`src/riscvPkg.sv`:
```
package riscvPkg;

    typedef logic [31:0] word_t;
    typedef logic [4:0]  regAddr_t;
    typedef logic [2:0]  aluOp_t;
    typedef logic [1:0]  resultSrc_t;
    typedef logic [2:0]  immSrc_t;

    // --------------------------------------------------
    // Opcodes
    localparam logic [6:0] OP_R      = 7'b0110011;
    localparam logic [6:0] OP_I      = 7'b0010011;
    localparam logic [6:0] OP_LOAD   = 7'b0000011;
    localparam logic [6:0] OP_STORE  = 7'b0100011;
    localparam logic [6:0] OP_BRANCH = 7'b1100011;
    localparam logic [6:0] OP_JAL    = 7'b1101111;
    localparam logic [6:0] OP_JALR   = 7'b1100111;
    localparam logic [6:0] OP_LUI    = 7'b0110111;

    localparam aluOp_t ALU_ADD = 3'd0;
    localparam aluOp_t ALU_SUB = 3'd1;
    localparam aluOp_t ALU_AND = 3'd2;
    localparam aluOp_t ALU_OR  = 3'd3;
    localparam aluOp_t ALU_XOR = 3'd4;
    localparam aluOp_t ALU_SLT = 3'd5;

    localparam resultSrc_t RES_ALU = 2'd0;
    localparam resultSrc_t RES_MEM = 2'd1;
    localparam resultSrc_t RES_PC4 = 2'd2;
    localparam resultSrc_t RES_IMM = 2'd3;   // lui

    localparam immSrc_t IMM_I = 3'd0;
    localparam immSrc_t IMM_S = 3'd1;
    localparam immSrc_t IMM_B = 3'd2;
    localparam immSrc_t IMM_J = 3'd3;
    localparam immSrc_t IMM_U = 3'd4;

    localparam logic [1:0] BR_EQ = 2'd0;
    localparam logic [1:0] BR_NE = 2'd1;
    localparam logic [1:0] BR_LT = 2'd2;

    localparam int IMEM_WORDS     = 256;
    localparam int DMEM_WORDS     = 256;
    localparam int IMEM_ADDR_BITS = 8;
    localparam int DMEM_ADDR_BITS = 8;

    typedef struct packed {
        logic       regWrite;
        logic       memWrite;
        logic       aluSrc;      // Immediate as operand B
        resultSrc_t resultSrc;
        aluOp_t     aluOp;
        logic       branch;
        logic [1:0] branchCond;
        logic       jump;
        logic       jumpReg;     // jalr
        immSrc_t    immSrc;
    } ctrl_t;

endpackage

```
`src/controlUnit.sv`:
```
`timescale 1ns/1ns

module controlUnit (
    input  riscvPkg::word_t instrD,
    output riscvPkg::ctrl_t ctrlD
);
    import riscvPkg::*;

    logic [6:0] opcode;
    logic [2:0] funct3;
    logic       funct7Bit;
    logic       knownOp;

    assign opcode    = instrD[6:0];
    assign funct3    = instrD[14:12];
    assign funct7Bit = instrD[30];
    assign knownOp   = opcode inside {OP_R, OP_I, OP_LOAD, OP_STORE,
                                      OP_BRANCH, OP_JAL, OP_JALR, OP_LUI};

    function automatic aluOp_t aluDecode(logic [2:0] f3, logic isSub);
        case (f3)
            3'b000:  return isSub ? ALU_SUB : ALU_ADD;
            3'b010:  return ALU_SLT;
            3'b100:  return ALU_XOR;
            3'b110:  return ALU_OR;
            3'b111:  return ALU_AND;
            default: return ALU_ADD;
        endcase
    endfunction

    always_comb begin
        ctrlD = '0;
        case (opcode)
            OP_R: begin
                ctrlD.regWrite = 1'b1;
                ctrlD.aluOp    = aluDecode(funct3, funct7Bit);
            end
            OP_I: begin
                ctrlD.regWrite = 1'b1;
                ctrlD.aluSrc   = 1'b1;
                ctrlD.aluOp    = aluDecode(funct3, 1'b0);   // No subi
                ctrlD.immSrc   = IMM_I;
            end
            OP_LOAD: begin
                ctrlD.regWrite  = 1'b1;
                ctrlD.aluSrc    = 1'b1;
                ctrlD.resultSrc = RES_MEM;
                ctrlD.immSrc    = IMM_I;
            end
            OP_STORE: begin
                ctrlD.memWrite = 1'b1;
                ctrlD.aluSrc   = 1'b1;
                ctrlD.immSrc   = IMM_S;
            end
            OP_BRANCH: begin
                ctrlD.branch = funct3 inside {3'b000, 3'b001, 3'b100};
                ctrlD.aluOp  = ALU_SUB;                      // Zero flag for eq/ne
                ctrlD.immSrc = IMM_B;
                case (funct3)
                    3'b001:  ctrlD.branchCond = BR_NE;
                    3'b100:  ctrlD.branchCond = BR_LT;
                    default: ctrlD.branchCond = BR_EQ;
                endcase
            end
            OP_JAL: begin
                ctrlD.regWrite  = 1'b1;
                ctrlD.resultSrc = RES_PC4;
                ctrlD.jump      = 1'b1;
                ctrlD.immSrc    = IMM_J;
            end
            OP_JALR: begin
                ctrlD.regWrite  = 1'b1;
                ctrlD.aluSrc    = 1'b1;
                ctrlD.resultSrc = RES_PC4;
                ctrlD.jump      = 1'b1;
                ctrlD.jumpReg   = 1'b1;
                ctrlD.immSrc    = IMM_I;
            end
            OP_LUI: begin
                ctrlD.regWrite  = 1'b1;
                ctrlD.resultSrc = RES_IMM;
                ctrlD.immSrc    = IMM_U;
            end
            default: ctrlD = '0;
        endcase
    end

    // Bubbles and junk words must stay harmless downstream
    always_comb begin
        unknownOpNoWrite: assert #0 (knownOp || !(ctrlD.regWrite || ctrlD.memWrite))
            else $error("controlUnit: opcode %b enables a write", opcode);
    end

endmodule

```
`config.mk`:
```
export PLATFORM = sky130hd
export DESIGN_NAME = controlUnit
export DESIGN_NICKNAME = d
export VERILOG_FILES = /design/src/riscvPkg.sv /design/src/controlUnit.sv
export SDC_FILE = /design/constraint.sdc
export NUM_CORES = 1
export LEC_CHECK = 0
export BUFFER_PORTS_ARGS = -buffer_cell sky130_fd_sc_hd__clkbuf_2
export CELL_PAD_IN_SITES_DETAIL_PLACEMENT = 0
export CELL_PAD_IN_SITES_GLOBAL_PLACEMENT = 1
export CORE_MARGIN = 1.5
export CORE_UTILIZATION = 17
export DETAILED_ROUTE_END_ITERATION = 6
export GPL_ROUTABILITY_DRIVEN = 0
export PLACE_DENSITY = 0.81
export SETUP_SLACK_MARGIN = 0.4
export SYNTH_ARGS = -nofsm -noshare
export SYNTH_HDL_FRONTEND = slang
export SYNTH_SLANG_ARGS = --single-unit
```
`constraint.sdc`:
```
create_clock -name vclk -period 1.9
set_input_delay 0.38 -clock vclk [all_inputs]
set_output_delay 0.38 -clock vclk [all_outputs]
set_load 0.05 [all_outputs]
```
---- After elaboration in Yosys (flattened, before gate mapping) ----
Index checks and enable logic that the tools add are counted.
word-level totals
  flip-flop bits (word level) ............. 0
  memories kept ........................... 0
  output and inout port bits .............. 16
  bits in read-only memories .............. 0
  bits of input ports ..................... 32
  memory bits (writable) .................. 0
  bits in latches ......................... 0
  word-level logic and storage cells ...... 31
cells by class
  multiplexer cells ....................... 13
  eq/ne operators ......................... 13
  add/subtract/negate cells ............... 0
  $lt $le $gt $ge ......................... 0
  shift operators ......................... 0
  divide/modulo/power cells ............... 0
  reduce and logical (&&, ||, !) cells .... 5
  bitwise logic cells ..................... 0
  multipliers ............................. 0
operators with widths
  cell                                                              count
  3-bit one-hot mux with 4 select lines                             2
  7-bit by 6-bit == test with 1-bit output (second input constant)  3
  7-bit == test (second input constant)                             3
  3-bit one-hot mux with 5 select lines                             1
  3-bit == test (second input constant)                             3
  3-bit one-hot mux with 3 select lines                             1
  7-bit by 2-bit == test with 1-bit output (second input constant)  1
  7-bit by 5-bit == test with 1-bit output (second input constant)  1
  1-bit 2-to-1 mux                                                  6
  2-bit one-hot mux with 3 select lines                             1
  6-bit OR reduction                                                1
  2-bit one-hot mux with 2 select lines                             1
  4-bit OR reduction                                                1
  3-bit by 1-bit == test with 1-bit output (second input constant)  1
  3-bit by 2-bit == test with 1-bit output (second input constant)  1
  3-bit zero test                                                   1
  3-bit 2-to-1 mux                                                  1
  3-bit nonzero test                                                1
  2-bit OR reduction                                                1

---- Logic depth before layout (Yosys ltp) ----
  word-level depth ........................ 3
  depth in mapped cells ................... 4
  depth with buffers taken out ............ 3

---- Worst setup path before layout ----
OpenSTA, ideal clock, no wires.
  path type ............................... input-to-output
  start ................................... input port instrD[6]
  end ..................................... output port ctrlD[13] in the netlist's numbering
  required time ........................... 1.520 ns
  arrival time ............................ 3.217 ns
  setup slack ............................. -1.697 ns
  stages .................................. 4
  cell sequence ........................... clkbuf_1 nand3_1 o21a_1 a2111oi_0
RTL lines
  item             RTL line          RTL
  start, declared  controlUnit.sv:4  input riscvPkg::word_t instrD,
  end, declared    controlUnit.sv:5  output riscvPkg::ctrl_t ctrlD

==> results.py <==
metrics = {
    "sta": {
        "drv_slew": 0,
        "setup_viol": 4,
        "fin_crit_ns": 2.083,
        "setup_ws_ns": -0.1831,
        "min_period_over_period_pct": 109.6,
        "grt_setup_unrepaired": "yes",
        "worst_pin_slew_ns": 0.2833,
        "finalHoldViolCount": 0,
        "max_freq_mhz": 480.1,
        "relSlewSlack_pct": 80.97,
    },
    "pwr": {
        "p_per_area_nw_per_um2": 164.2,
        "ir_worst_vdd_mv": 0.1063,
        "leakage_uw": 0.0004649,
    },
    "final_layout": {
        "layout.nets": 134,
        "nClkBuffers": 0,
        "seq_cells": 0,
        "final_cell_mix": "18 x buf_4, 18 x buf_8, 12 x buf_6",
        "post-route-cell-area_um2": 1182,
        "area_growth_pct": 272.0,
        "utilization_pct": 67.74,
        "drive_gt1_share_pct": 89.00,
        "regArea_um2": 0,
        "antenna_cells": 0,
    },
    "yosys": {
        "syn_avg_cell_area_um2": 6.621,
        "synthesis.area_um2": 317.8,
        "synth_nets": 80,
        "synth_cell_types": 25,
        "yosysWarnings": 0,
        "syn_inst": 48,
        "synth_top_area_cell": "nor2_1",
        "synth_top_cell_area_share_pct": 9.449,
        "yosys-top-cells-area": "nor2_1 9.4%, nand4b_1 8.3%, nand4b_4 7.5%",
        "yosysSeqAreaShare_pct": 0,
    },
    "setup_path": {
        "critPathMaxStageDelay_ns": 0.56,
        "worstPathCellList": "buf_6, nand4b_4, or4b_4, nor4_4, buf_8",
        "worstPathRequired_ns": 1.52,
        "slowest_stage": "or4b_4",
        "cp_max_fo": 4,
        "critPathLaunchType": "input pin",
        "worstPathArrival_ns": 1.70,
        "path_buf_inv": 2,
        "path_class": "input pin to primary output",
        "end_kind": "primary output",
        "crit_family": "simple AND/OR/NAND/NOR gates",
    },
    "global_routing": {
        "antenna_found_initial": 0,
        "grt_max_degree": 11,
        "overflow": 0,
        "grt_usage_pct": 17.46,
        "grt_pass1_wl_mm": 2.780,
        "grt_pass1_vias": 555,
    },
    "run_status": {
        "violations": "setup timing",
        "status": "finished, violations left",
    },
    "detailed_routing": {
        "drcViolationCount": 0,
        "dr_wl_met2_mm": 1.103,
        "antenna_left": 0,
        "dr_wl_met3_um": 50,
        "dr_total_vias": 597,
        "viasPerCell": 4.776,
        "wl_per_cell_um": 14.70,
        "highest_layer": "met4",
        "drt-initial-drc-count": 5,
        "routed_wl_mm": 1.837,
        "wl_met1_um": 653,
        "first_pass_iters": 4,
    },
    "floorplan": {
        "die_h_um": 46.24,
        "rows": 15,
        "initial_core_util_pct": 18.21,
        "io_pins": 48,
        "die_w_um": 46.24,
        "die-area_um2": 2138,
        "core_area_um2": 1745,
    },
    "placed_design": {
        "placed_area_um2": 641.9,
        "place.port_buffers": 27,
        "pre_cts_ws_ns": -0.2331,
        "hpwl_um": 947.9,
    },
    "min_path": {
        "hp-class": "input pin to primary output",
    },
    "run": {
        "maxCapViolCount": 0,
    },
}
synthesized netlist by cell type:
| master | n |
|---|---|
| a31oi_1 | 2 |
| nand4_1 | 1 |
| nand4b_1 | 3 |
| nor4_1 | 1 |
| o21a_1 | 1 |
| inv_1 | 1 |
| nor4b_4 | 1 |
| nor2_1 | 8 |
| and2_1 | 1 |
| nor4_2 | 1 |
| or3_1 | 2 |
| a21oi_1 | 4 |
| o21ai_1 | 1 |
| buf_2 | 1 |
| a2111oi_0 | 1 |
| nor3b_1 | 1 |
| xnor2_1 | 1 |
| nand2_1 | 4 |
| or4b_4 | 1 |
| xor2_1 | 1 |
| clkbuf_1 | 4 |
| nand4b_4 | 1 |
| nand3_1 | 4 |
| nand2b_1 | 1 |
| a211oi_2 | 1 |
where the power goes:
| group | total, µW | internal, µW | switching [µW] |
|---|---|---|---|
| Combinational | 194 | 97.8 | 96.3 |
| Sequential | 0 | 0 | 0 |
| Clock | 0 | 0 | 0 |
| Total | 194 | 97.8 | 96.3 |
layout make-up:
| type | instances | area (µm²) |
|---|---|---|
| timing repair buffer | 57 | 620.6 |
| multi-input combinational | 42 | 526.8 |
| inverter | 1 | 3.754 |
| fill | 135 | 563.0 |
| tap | 25 | 31.28 |
path summary, 6_finish.rpt:
kind        from       end  slack, ns  cells past startpoint
max    instrD[4]  ctrlD[6]      -0.18                      5
min   instrD[14]  ctrlD[7]       1.19                      3
per-stage QoR:
| stage | setup TNS, ns | power [µW] | instances | hold WS (ns) |
|---|---|---|---|---|
| 4_1_cts | -0.3208 | 159.4 | 116 | 1.172 |
| 3_5_place_dp | -0.6881 | 104.9 | 102 | 1.233 |
| 2_1_floorplan | -0.8604 | 75.92 | 48 | 0.8229 |
| 6_report | -0.4793 | 194.1 | 125 | 1.186 |
| 5_1_grt | -0.5818 | 204.6 | 125 | 1.202 |
| 3_3_place_gp | -0.6464 | 102.4 | 102 | 1.213 |
layer usage:
metal	vias up	GRT usage [%]
met5	-	0
met4	0	0
met3	4	0
met2	17	35.56
met1	291	21.15
li1	285	-
cells by family after synthesis:
group	synth area share (%)
and+or+nand+nor	66.14
AOI/OAI and AO/OA	20.87
buffers and inverters	7.476
xor gates and xnor gates	5.513
repair_timing:
item | in CTS | in global routing
hold endpoints to repair | 0 | 0
pin swaps | 10 | 18
resized for setup | 64 | 35
hold buffers | 0 | 0
gates cloned | 0 | 0
endpoints found under the setup margin | 16 | 16
setup buffers | 14 | 9
Note: power is estimated with default switching activity, not from simulation.
