## config.mk

```make
export PLATFORM = sky130hd
export DESIGN_NAME = riscvDatapath
export DESIGN_NICKNAME = d
export VERILOG_FILES = /design/src/riscvPkg.sv /design/src/alu.sv /design/src/hazardUnit.sv /design/src/registerFile.sv /design/src/riscvDatapath.sv
export SDC_FILE = /design/constraint.sdc
export NUM_CORES = 2
export LEC_CHECK = 0
export BUFFER_PORTS_ARGS = -buffer_cell sky130_fd_sc_hd__clkbuf_2
export CORE_ASPECT_RATIO = 0.5
export CORE_MARGIN = 2
export CORE_UTILIZATION = 35
export CTS_CLUSTER_SIZE = 25
export DETAILED_ROUTE_END_ITERATION = 7
export GPL_ROUTABILITY_DRIVEN = 0
export GPL_TIMING_DRIVEN = 0
export PLACE_DENSITY = 0.58
export RECOVER_POWER = 100
export SETUP_SLACK_MARGIN = 0.4
export SYNTH_ARGS = -nofsm -noshare
export SYNTH_HDL_FRONTEND = slang
export SYNTH_SLANG_ARGS = --single-unit
```

## constraint.sdc

```tcl
create_clock -name clk -period 7.7 [get_ports clk]
set_input_delay 0.77 -clock clk [delete_from_list [all_inputs] [get_ports clk]]
set_output_delay 0.77 -clock clk [all_outputs]
set_load 0.05 [all_outputs]
```

## src/riscvPkg.sv

```systemverilog
package riscvPkg;

    typedef logic [31:0] word_t;
    typedef logic [4:0]  regAddr_t;
    typedef logic [2:0]  aluOp_t;
    typedef logic [1:0]  resultSrc_t;
    typedef logic [2:0]  immSrc_t;

    // --------------------------------------------------
    // Opcodes
    localparam logic [6:0] OP_R      = 7'b0110011;
    localparam logic [6:0] OP_I      = 7'b0010011;
    localparam logic [6:0] OP_LOAD   = 7'b0000011;
    localparam logic [6:0] OP_STORE  = 7'b0100011;
    localparam logic [6:0] OP_BRANCH = 7'b1100011;
    localparam logic [6:0] OP_JAL    = 7'b1101111;
    localparam logic [6:0] OP_JALR   = 7'b1100111;
    localparam logic [6:0] OP_LUI    = 7'b0110111;

    localparam aluOp_t ALU_ADD = 3'd0;
    localparam aluOp_t ALU_SUB = 3'd1;
    localparam aluOp_t ALU_AND = 3'd2;
    localparam aluOp_t ALU_OR  = 3'd3;
    localparam aluOp_t ALU_XOR = 3'd4;
    localparam aluOp_t ALU_SLT = 3'd5;

    localparam resultSrc_t RES_ALU = 2'd0;
    localparam resultSrc_t RES_MEM = 2'd1;
    localparam resultSrc_t RES_PC4 = 2'd2;
    localparam resultSrc_t RES_IMM = 2'd3;   // lui

    localparam immSrc_t IMM_I = 3'd0;
    localparam immSrc_t IMM_S = 3'd1;
    localparam immSrc_t IMM_B = 3'd2;
    localparam immSrc_t IMM_J = 3'd3;
    localparam immSrc_t IMM_U = 3'd4;

    localparam logic [1:0] BR_EQ = 2'd0;
    localparam logic [1:0] BR_NE = 2'd1;
    localparam logic [1:0] BR_LT = 2'd2;

    localparam int IMEM_WORDS     = 256;
    localparam int DMEM_WORDS     = 256;
    localparam int IMEM_ADDR_BITS = 8;
    localparam int DMEM_ADDR_BITS = 8;

    typedef struct packed {
        logic       regWrite;
        logic       memWrite;
        logic       aluSrc;      // Immediate as operand B
        resultSrc_t resultSrc;
        aluOp_t     aluOp;
        logic       branch;
        logic [1:0] branchCond;
        logic       jump;
        logic       jumpReg;     // jalr
        immSrc_t    immSrc;
    } ctrl_t;

endpackage

```

## src/alu.sv

```systemverilog
`timescale 1ns/1ns

module alu (
    input  riscvPkg::word_t  a,
    input  riscvPkg::word_t  b,
    input  riscvPkg::aluOp_t aluOp,
    output riscvPkg::word_t  result,
    output logic             zero,
    output logic             negative
);
    import riscvPkg::*;

    logic lessThan;

    assign lessThan = $signed(a) < $signed(b);

    always_comb begin
        case (aluOp)
            ALU_ADD: result = a + b;
            ALU_SUB: result = a - b;
            ALU_AND: result = a & b;
            ALU_OR:  result = a | b;
            ALU_XOR: result = a ^ b;
            ALU_SLT: result = {31'b0, lessThan};
            default: result = a + b;
        endcase
    end

    assign zero     = (result == '0);
    assign negative = lessThan;          // Signed compare for blt rather than result sign

endmodule

```

## src/hazardUnit.sv

```systemverilog
`timescale 1ns/1ns

module hazardUnit (
    input  riscvPkg::regAddr_t rs1D,
    input  riscvPkg::regAddr_t rs2D,
    input  riscvPkg::regAddr_t rs1E,
    input  riscvPkg::regAddr_t rs2E,
    input  riscvPkg::regAddr_t rdE,
    input  riscvPkg::regAddr_t rdM,
    input  riscvPkg::regAddr_t rdW,
    input  logic               regWriteM,
    input  logic               regWriteW,
    input  logic               loadE,
    input  logic               pcRedirectE,
    output logic [1:0]         forwardA,
    output logic [1:0]         forwardB,
    output logic               stallF,
    output logic               stallD,
    output logic               flushD,
    output logic               flushE
);
    import riscvPkg::*;

    logic loadUse;

    // Memory stage wins over writeback
    function automatic logic [1:0] fwdSel(regAddr_t rsE);
        if (regWriteM && rdM != '0 && rdM == rsE)
            return 2'd2;
        if (regWriteW && rdW != '0 && rdW == rsE)
            return 2'd1;
        return 2'd0;
    endfunction

    always_comb begin
        forwardA = fwdSel(rs1E);
        forwardB = fwdSel(rs2E);
    end

    assign loadUse = loadE && rdE != '0 && (rdE == rs1D || rdE == rs2D);

    assign stallF = loadUse;
    assign stallD = loadUse;
    assign flushD = pcRedirectE;
    assign flushE = loadUse || pcRedirectE;   // Bubble or killed slot

    always_comb begin
        decodeStallHoldsPc: assert #0 (!stallD || stallF)
            else $error("hazardUnit: decode stalled while fetch advances");
    end

endmodule

```

## src/registerFile.sv

```systemverilog
`timescale 1ns/1ns

module registerFile (
    input  logic               clk,
    input  logic               reset,
    input  logic               regWrite,
    input  riscvPkg::regAddr_t rs1,
    input  riscvPkg::regAddr_t rs2,
    input  riscvPkg::regAddr_t rd,
    input  riscvPkg::word_t    wd,
    output riscvPkg::word_t    rd1,
    output riscvPkg::word_t    rd2
);
    import riscvPkg::*;

    word_t regs [32];

    always_ff @(posedge clk) begin
        if (reset) begin
            for (int i = 0; i < 32; i++)
                regs[i] <= '0;
        end else if (regWrite && rd != '0) begin
            regs[rd] <= wd;
        end
    end

    // Same-cycle write is bypassed to the readers
    function automatic word_t readPort(regAddr_t addr);
        if (addr == '0)
            return '0;
        if (regWrite && addr == rd)
            return wd;
        return regs[addr];
    endfunction

    always_comb begin
        rd1 = readPort(rs1);
        rd2 = readPort(rs2);
    end

endmodule

```

## src/riscvDatapath.sv

```systemverilog
`timescale 1ns/1ns

module riscvDatapath (
    input  logic            clk,
    input  logic            reset,
    input  riscvPkg::ctrl_t ctrlD,
    output riscvPkg::word_t instrD,
    output riscvPkg::word_t pcF,
    input  riscvPkg::word_t instrF,
    output riscvPkg::word_t dataAddr,
    output riscvPkg::word_t writeData,
    output logic            memWrite,
    input  riscvPkg::word_t readData
);
    import riscvPkg::*;

    typedef struct packed {
        word_t pc;
        word_t pcPlus4;
        word_t instr;
    } ifId_t;

    typedef struct packed {
        ctrl_t    ctrl;
        word_t    pc;
        word_t    pcPlus4;
        word_t    rd1;
        word_t    rd2;
        word_t    imm;
        regAddr_t rs1;
        regAddr_t rs2;
        regAddr_t rd;
    } idEx_t;

    typedef struct packed {
        logic       regWrite;
        logic       memWrite;
        resultSrc_t resultSrc;
        word_t      aluResult;
        word_t      writeData;
        word_t      pcPlus4;
        word_t      imm;
        regAddr_t   rd;
    } exMem_t;

    typedef struct packed {
        logic       regWrite;
        resultSrc_t resultSrc;
        word_t      aluResult;
        word_t      readData;
        word_t      pcPlus4;
        word_t      imm;
        regAddr_t   rd;
    } memWb_t;

    ifId_t      ifId;
    idEx_t      idEx;
    exMem_t     exMem;
    memWb_t     memWb;
    word_t      pcPlus4F;
    word_t      pcNext;
    word_t      rd1D;
    word_t      rd2D;
    word_t      immD;
    regAddr_t   rs1D;
    regAddr_t   rs2D;
    regAddr_t   rdD;
    word_t      srcAE;
    word_t      srcBE;
    word_t      writeDataE;
    word_t      aluResultE;
    word_t      pcTargetE;
    logic       zeroE;
    logic       negativeE;
    logic       takenE;
    logic       pcRedirectE;
    word_t      fwdM;
    word_t      resultW;
    logic [1:0] forwardA;
    logic [1:0] forwardB;
    logic       stallF;
    logic       stallD;
    logic       flushD;
    logic       flushE;

    function automatic word_t immGen(immSrc_t sel, word_t i);
        case (sel)
            IMM_S:   return {{20{i[31]}}, i[31:25], i[11:7]};
            IMM_B:   return {{19{i[31]}}, i[31], i[7], i[30:25], i[11:8], 1'b0};
            IMM_J:   return {{11{i[31]}}, i[31], i[19:12], i[20], i[30:21], 1'b0};
            IMM_U:   return {i[31:12], 12'b0};
            default: return {{20{i[31]}}, i[31:20]};
        endcase
    endfunction

    function automatic word_t pickResult(resultSrc_t sel, word_t alu, word_t mem,
                                         word_t pc4, word_t imm);
        case (sel)
            RES_MEM: return mem;
            RES_PC4: return pc4;
            RES_IMM: return imm;
            default: return alu;
        endcase
    endfunction

    function automatic word_t fwdMux(logic [1:0] sel, word_t base, word_t wb, word_t mem);
        case (sel)
            2'd1:    return wb;
            2'd2:    return mem;
            default: return base;
        endcase
    endfunction

    // --------------------------------------------------
    // Fetch
    assign pcPlus4F = pcF + 32'd4;
    assign pcNext   = !pcRedirectE      ? pcPlus4F :
                      idEx.ctrl.jumpReg ? {aluResultE[31:1], 1'b0} : pcTargetE;

    always_ff @(posedge clk) begin
        if (reset)
            pcF <= '0;
        else if (!stallF)
            pcF <= pcNext;
    end

    always_ff @(posedge clk) begin
        if (reset || flushD)
            ifId <= '0;
        else if (!stallD)
            ifId <= '{pc: pcF, pcPlus4: pcPlus4F, instr: instrF};
    end

    // --------------------------------------------------
    // Decode
    assign instrD = ifId.instr;
    assign rdD    = instrD[11:7];
    assign rs1D   = instrD[19:15];
    assign rs2D   = instrD[24:20];
    assign immD   = immGen(ctrlD.immSrc, instrD);

    registerFile rf (
        .clk(clk), .reset(reset), .regWrite(memWb.regWrite),
        .rs1(rs1D), .rs2(rs2D), .rd(memWb.rd), .wd(resultW),
        .rd1(rd1D), .rd2(rd2D)
    );

    always_ff @(posedge clk) begin
        if (reset || flushE)
            idEx <= '0;                               // Bubble never writes
        else
            idEx <= '{ctrl: ctrlD, pc: ifId.pc, pcPlus4: ifId.pcPlus4, rd1: rd1D,
                      rd2: rd2D, imm: immD, rs1: rs1D, rs2: rs2D, rd: rdD};
    end

    // --------------------------------------------------
    // Execute
    assign srcAE      = fwdMux(forwardA, idEx.rd1, resultW, fwdM);
    assign writeDataE = fwdMux(forwardB, idEx.rd2, resultW, fwdM);
    assign srcBE      = idEx.ctrl.aluSrc ? idEx.imm : writeDataE;
    assign pcTargetE  = idEx.pc + idEx.imm;

    alu aluE (
        .a(srcAE), .b(srcBE), .aluOp(idEx.ctrl.aluOp),
        .result(aluResultE), .zero(zeroE), .negative(negativeE)
    );

    always_comb begin
        case (idEx.ctrl.branchCond)
            BR_EQ:   takenE = idEx.ctrl.branch && zeroE;
            BR_NE:   takenE = idEx.ctrl.branch && !zeroE;
            BR_LT:   takenE = idEx.ctrl.branch && negativeE;
            default: takenE = 1'b0;
        endcase
    end
    assign pcRedirectE = takenE || idEx.ctrl.jump;

    always_ff @(posedge clk) begin
        if (reset)
            exMem <= '0;
        else
            exMem <= '{regWrite: idEx.ctrl.regWrite, memWrite: idEx.ctrl.memWrite,
                       resultSrc: idEx.ctrl.resultSrc, aluResult: aluResultE,
                       writeData: writeDataE, pcPlus4: idEx.pcPlus4, imm: idEx.imm,
                       rd: idEx.rd};
    end

    // --------------------------------------------------
    // Memory
    assign dataAddr  = exMem.aluResult;
    assign writeData = exMem.writeData;
    assign memWrite  = exMem.memWrite;
    // The load-use stall keeps a load here away from execute
    assign fwdM = pickResult(exMem.resultSrc, exMem.aluResult, exMem.aluResult,
                             exMem.pcPlus4, exMem.imm);

    always_ff @(posedge clk) begin
        if (reset)
            memWb <= '0;
        else
            memWb <= '{regWrite: exMem.regWrite, resultSrc: exMem.resultSrc,
                       aluResult: exMem.aluResult, readData: readData,
                       pcPlus4: exMem.pcPlus4, imm: exMem.imm, rd: exMem.rd};
    end

    // Writeback
    assign resultW = pickResult(memWb.resultSrc, memWb.aluResult, memWb.readData,
                                memWb.pcPlus4, memWb.imm);

    hazardUnit hu (
        .rs1D(rs1D), .rs2D(rs2D), .rs1E(idEx.rs1), .rs2E(idEx.rs2),
        .rdE(idEx.rd), .rdM(exMem.rd), .rdW(memWb.rd),
        .regWriteM(exMem.regWrite), .regWriteW(memWb.regWrite),
        .loadE(idEx.ctrl.resultSrc == RES_MEM), .pcRedirectE(pcRedirectE),
        .forwardA(forwardA), .forwardB(forwardB),
        .stallF(stallF), .stallD(stallD), .flushD(flushD), .flushE(flushE)
    );

    // Redirect must also kill the slot entering execute
    redirectKillsExecute: assert property (@(posedge clk) disable iff (reset)
        (pcRedirectE && (stallF || flushD)) |-> flushE)
        else $error("riscvDatapath: redirect without execute flush");

endmodule

```

# After elaboration in Yosys (flattened, before gate mapping)
# Memories as Yosys holds them, arrays and structs flattened. A register that Yosys moved wholly into a read port is not among the register bits.
# Cells that the tools add are included.
# totals
register_bits	589
n_memories	1
ramBits	1024
word_cells	151
out_inout_bits	129
# memory_table
memory	depth	width	rd	rd_clocked_by_memory_dff	wr	line	rtl
rf.regs	32	32	2	2	32	registerFile.sv:16	word_t regs [32];
# classes
n_reduce_logical	27
add_sub_neg	4
n_mux	50
eq_ne	29
magnitude_cmp	1
n_bitwise	3
# op_table
op	n
32-bit 2-to-1 mux	12
32-bit case mux with 2 select lines	3
32-bit case mux with 5 select lines	1
31-bit case mux with 4 select lines	1
32-bit case mux with 3 select lines	1
32-bit adder	2
5-bit equality test	8
32-bit by 3-bit adder with 32-bit output, second input constant	1
32-bit AND	1
32-bit logical NOT	1
32-bit < comparator	1
32-bit bitwise OR	1
32-bit OR reduction	1
32-bit subtractor	1
32-bit XOR	1
5-bit 2-to-1 mux	5
1-bit 2-to-1 mux	18
2-bit 2-to-1 mux	8
5-bit nonzero test	3
2-bit equality test, second input constant	7
1-bit logical AND	13
3-bit by 2-bit equality test with 1-bit output, second input constant	4
2-bit by 1-bit equality test with 1-bit output, second input constant	5
5-bit logical NOT	2
6 further kinds	13

# Depth between registers and ports, before layout
# logic_depth
word_depth	19
mapped_depth	27

# Hierarchy
# From an unflattened synthesis, not the netlist that was laid out.
# unflattened
cells_unflattened	7288
hier_area_um2	85162.9
# by_module_without_submodules
module	cells_each	seq_area_each_um2	area_each_um2	n_inst
registerFile	3843	30749.5	55386.9	1
riscvDatapath	2488	11711.2	23566.4	1
alu	904	0.0	5791.8	1
hazardUnit	53	0.0	417.9	1

# Worst setup path before layout
# OpenSTA, ideal clock, no wires.
# synth_timing
path_type	register to register
from	register memWb[1] (netlist name)
to	register pcF[7]
stages_incl_launch_ff	28
arrival_ns	6.044
required_ns	7.567
slack_ns	1.523
n_path_buf	4
setup_ns	0.133
cell_sequence	dfxtp_1 -> clkbuf_1 -> nor2_1 -> nand2_1 -> nand2_1 -> nor4_1 -> clkbuf_1 -> mux2i_1 -> mux2i_1 -> mux2i_1 -> inv_1 -> ha_1 -> fa_1 -> nand3b_1 -> a21oi_1 -> o21ai_0 -> o21a_1 -> a22o_1 -> o31ai_1 -> nand4_1 -> nor4_1 -> and4_1 -> a31oi_2 -> nor3_4 -> buf_4 -> buf_6 -> mux2i_1 -> a31oi_1
# synth_via
elab_chain_len	18
# synth_lines
element	line	rtl
start, declared	riscvDatapath.sv:59	memWb_t memWb;
start signal, assigned	riscvDatapath.sv:201	memWb <= '{regWrite: exMem.regWrite, resultSrc: exMem.resultSrc,
5-bit nonzero test	hazardUnit.sv:30	if (regWriteW && rdW != '0 && rdW == rsE)
1-bit logical AND (2 in series)	hazardUnit.sv:30	
1-bit 2-to-1 mux (2 in series)	hazardUnit.sv:30	
2-bit 2-to-1 mux	hazardUnit.sv:32	return 2'd0;
2-bit 2-to-1 mux	hazardUnit.sv:30	
2-bit equality test or 2-bit by 1-bit equality test with 1-bit output (tied branches)	riscvDatapath.sv:107	case (sel)
32-bit case mux with 2 select lines	riscvDatapath.sv:107	
32-bit 2-to-1 mux	riscvDatapath.sv:160	assign srcBE = idEx.ctrl.aluSrc ? idEx.imm : writeDataE;
32-bit adder, or another cell as far along	alu.sv:19, alu.sv:25	
32-bit case mux with 5 select lines	alu.sv:18	case (aluOp)
32-bit logical NOT	alu.sv:29	assign zero = (result == '0);
1-bit logical NOT	riscvDatapath.sv:171	BR_NE: takenE = idEx.ctrl.branch && !zeroE;
1-bit logical AND	riscvDatapath.sv:171	
1-bit case mux with 3 select lines	riscvDatapath.sv:169	case (idEx.ctrl.branchCond)
1-bit logical OR	riscvDatapath.sv:176	assign pcRedirectE = takenE || idEx.ctrl.jump;
32-bit 2-to-1 mux (*)	riscvDatapath.sv:117	assign pcNext = !pcRedirectE ? pcPlus4F :
end signal, assigned	riscvDatapath.sv:124	pcF <= pcNext;
end, declared	riscvDatapath.sv:8	output riscvPkg::word_t pcF,
# Mark *: on every way between the ends. The rest lies on a longest branch, timed or not. The select of a mux whose other input is x is not followed.
# A chain may end at the register's enable or synchronous reset.

# Worst setup path in the final report
# layout_timing
from	register memWb[134] (netlist name)
to	register pcF[6]
# layout_via
elab_chain_len	12
# layout_lines
element	line	rtl
2-bit equality test or 2-bit by 1-bit equality test with 1-bit output (tied branches)	riscvDatapath.sv:98	case (sel)
32-bit case mux with 3 select lines (*)	riscvDatapath.sv:98	
32-bit case mux with 2 select lines	riscvDatapath.sv:107	
32-bit 2-to-1 mux	riscvDatapath.sv:160	
32-bit adder, or another cell as far along	alu.sv:19, alu.sv:25	
32-bit case mux with 5 select lines	alu.sv:18	
32-bit logical NOT	alu.sv:29	
1-bit logical NOT	riscvDatapath.sv:171	
1-bit logical AND	riscvDatapath.sv:171	
1-bit case mux with 3 select lines	riscvDatapath.sv:169	
1-bit logical OR	riscvDatapath.sv:176	
32-bit 2-to-1 mux (*)	riscvDatapath.sv:117	
# Mark *: on every way between the ends. The rest lies on a longest branch, timed or not.

==> impl_results.md <==
* Max-cap violations at 38
* Crit path from: memWb[134]
* RSZ-0062 raised after global routing: yes
* Peak supply drop at 0.0001577 V
* Root Buffer: clkbuf_16
* Critical path type: reg2reg
* Worst-path fanout max at 10
* Placed Cells at 10.16k
* Area leader, netlist: edfxtp_1
* Port bufs at 210
* Fmax at 133.4 MHz
* CTS Hold Buffers Added at 0
* Reg2Reg Depth at 21
* Max Buffers Root-to-Sink at 4
* Logic pwr share at 20.3%
* Reg2Reg Setup Slack at 210 ps
* # clock sinks at 1619
* Status: finished with violations
* DR WL/cell at 31.01 µm
* Int Pwr at 15.61 mW
* WP data required at 8400 ps
* Post-synth top flop: edfxtp_1
* Starting Density at 35.34%
* Synthesized area at 82340 µm²
* Slew headroom at -42.29%
* EDFF count, synth at 1024
* Via count at 61.68k
* DIE AREA at 239400 µm²
* Clock network power share at 35.8%
* Area share of the largest cell type after synthesis at 37.34%
* Launch point of the worst reg-to-reg path: memWb[134]
* Crit path DAT at 8190 ps
* CP Capture Type: register
* Final cycle utilization of the critical path at 97.33%
* Total grt overflow at 0
* Clock-pin slew on the worst setup and hold paths at 70 ps
* Post-detail-place hpwl at 244500 µm
* YS warnings at 0
* R2R Path End: pcF[6]
* First DRT Iteration DRCs at 8309
* CP endpoint: pcF[6]
* DRT Wirelength at 325200 µm
* Post-route ant nets at 0
* Max Slew Vio Count at 538
* Final hold vios at 0
* Clock Skew at 93.68 ps
* Synth-to-layout area growth at 14.23%
* Count leader, synth: nor2_1
* Leakage at 32.40 nW
* Switching pwr at 6.946 mW
* Sequential share of power at 43.9%
* Worst skew pair latency at 850 ps
* CP startpoint kind: register
* Mapped Cells at 6761
* TritonCTS buffer count at 166
* Seq/Total Area, Yosys at 51.81%
* Yosys cell types at 104
* H-Tree Depth at 4
* Die W at 690.0 µm
* Pwr/cell area at 239.8 nW/µm²
* Hold WS at 141.1 ps
* Setup violators final at 0
* # IOs at 211
* Switch share at 30.80%
* First-pass GRT wire length at 447300 µm
* Synth top area cells: edfxtp_1 37%, mux4_2 18%, dfxtp_1 14%, nor2_1 5.5%, mux2i_1 2.9%
* Ys async rst share at 0%
* 1st-pass router iterations at 8
* Post-synth top cells: 1208 x nor2_1, 1024 x edfxtp_1, 640 x mux4_2, 595 x dfxtp_1, 468 x clkbuf_1
* Seq cells post-synth at 1619
* # rows at 125
* Min Tclk post-route at 7494 ps
* Layout cell share with drive strength beyond 1 at 18.75%
* Core area at 233000 µm²
* DRC at 0
* Nets at 7476
* Failing checks: capacitance limit, slew limit
* Initial antenna violation count at 11
* Worst-Margin Slew at 2134 ps
* Layout Utilization at 40.37%
* Number of vias per cell at 5.882
* Layout Cells excl Fill at 10.49k
* Worst Hold Class: in2reg
* Vias in the first global route at 59.61k
* CTS tree: built
* Die height at 347.0 µm
* Largest net degree at the start of global routing at 31
* Setup TNS at 0 ps
* Total global-route track usage at 26.46%
* Mean Syn Cell Area at 12.18 µm²
## final cells by class
type                            count  area (µm²)
Antenna cell                        3       7.507
Multi-Input combinational cell   4330       37090
Clock inverter                     66       641.9
Fill cell                       22430      139000
Inverter                          154       578.1
Buffer                            689        3188
Sequential cell                  1619       42660
Timing Repair Buffer              299        1471
Clock buffer                      215        4534
Tap cell                         3111        3892
## critical path, cell delays in order (launching register included)
cell	delay [ps]
dfxtp_1	300
buf_2	280
buf_4	300
mux2_1	380
o21ai_0	1070
inv_1	150
mux2i_1	260
mux2i_1	160
mux2i_1	530
ha_1	280
clkbuf_1	420
a211oi_1	170
a311oi_1	530
a21oi_1	210
a211oi_2	420
a21boi_0	150
and4_4	220
and3_1	240
nor3_4	280
buf_4	220
mux2_2	340
nor4_1	430
## worst min path at each step
stage,start,endpoint,slack (ps),cells past startpoint
6_report,ctrlD[3],idEx[178],140,2
3_3_place_gp,idEx[189],memWrite,430,1
3_5_place_dp,idEx[116],exMem[42],420,1
4_1_cts,ctrlD[3],idEx[178],120,2
2_1_floorplan,idEx[190],exMem[136],410,1
5_1_grt,readData[20],memWb[89],140,2
## registers in the layout, indices dropped and copies added, names as in the netlist, named ones only
name / cells
memWrite: 1
instrD: 32
exMem: 72
writeData: 32
ifId: 62
dataAddr: 32
rf.regs: 1024
memWb: 136
idEx: 186
pcF: 32
## what timing repair did
item | 4_1_cts | 5_1_grt
setup buffers | 27 | 11
pin swaps | 27 | 14
resized for setup | 166 | 105
setup endpoints to repair | 327 | 315
## cell usage in the layout (no fill, tap or decap), types with 59 or more instances in the layout
master     count
nor2b_1      338
o21ai_0      117
clkbuf_16    168
and2_1        71
mux2i_1      212
ha_1         129
buf_1         60
edfxtp_1    1024
a211oi_1     158
clkbuf_1     649
inv_1        156
nor2_1      1206
clkbuf_2     104
buf_4        140
nand2_1      340
mux4_2       640
dfxtp_1      595
a21oi_1      214
xnor2_1       59
## per-stage QoR
stage | worst slack, ps | power [mW] | area [µm²]
after floorplan | 1523 | 12.51 | 82460
after global placement | -3484 | 14.24 | 87400
after detailed placement | -3328 | 14.34 | 88560
after CTS | 421.6 | 22.38 | 94660
after global routing | 155.4 | 23.03 | 94060
final | 205.7 | 22.55 | 94070
## kinds of logic after synthesis
kind of cell | Yosys count | synth area share, %
compound gates | 826 | 6.699
xor+xnor | 96 | 1.021
fa+ha+maj | 135 | 2.079
buf+inv | 843 | 4.381
flops | 1619 | 51.81
mux | 926 | 21.05
other cells | 1 | 0.004554
simple gates | 2315 | 12.96
## layer usage
layer,GRT usage (%),vias up,part of all wire [%]
li1,-,25660,-
met1,33.82,31280,38
met2,40.35,3900,44
met3,8.968,833,13
met4,12.43,10,5.9
met5,0.7803,-,0.043
## power by group through the flow
stage | clock network, mW | registers, mW | logic (mW)
2_1_floorplan | 0 | 9.92 | 2.59
3_5_place_dp | 0 | 10.1 | 4.27
6_report | 8.08 | 9.91 | 4.57
5_1_grt | 8.43 | 9.92 | 4.68
3_3_place_gp | 0 | 10.1 | 4.17
4_1_cts | 8.07 | 9.88 | 4.43
Power figures use the tool's default switching activity.
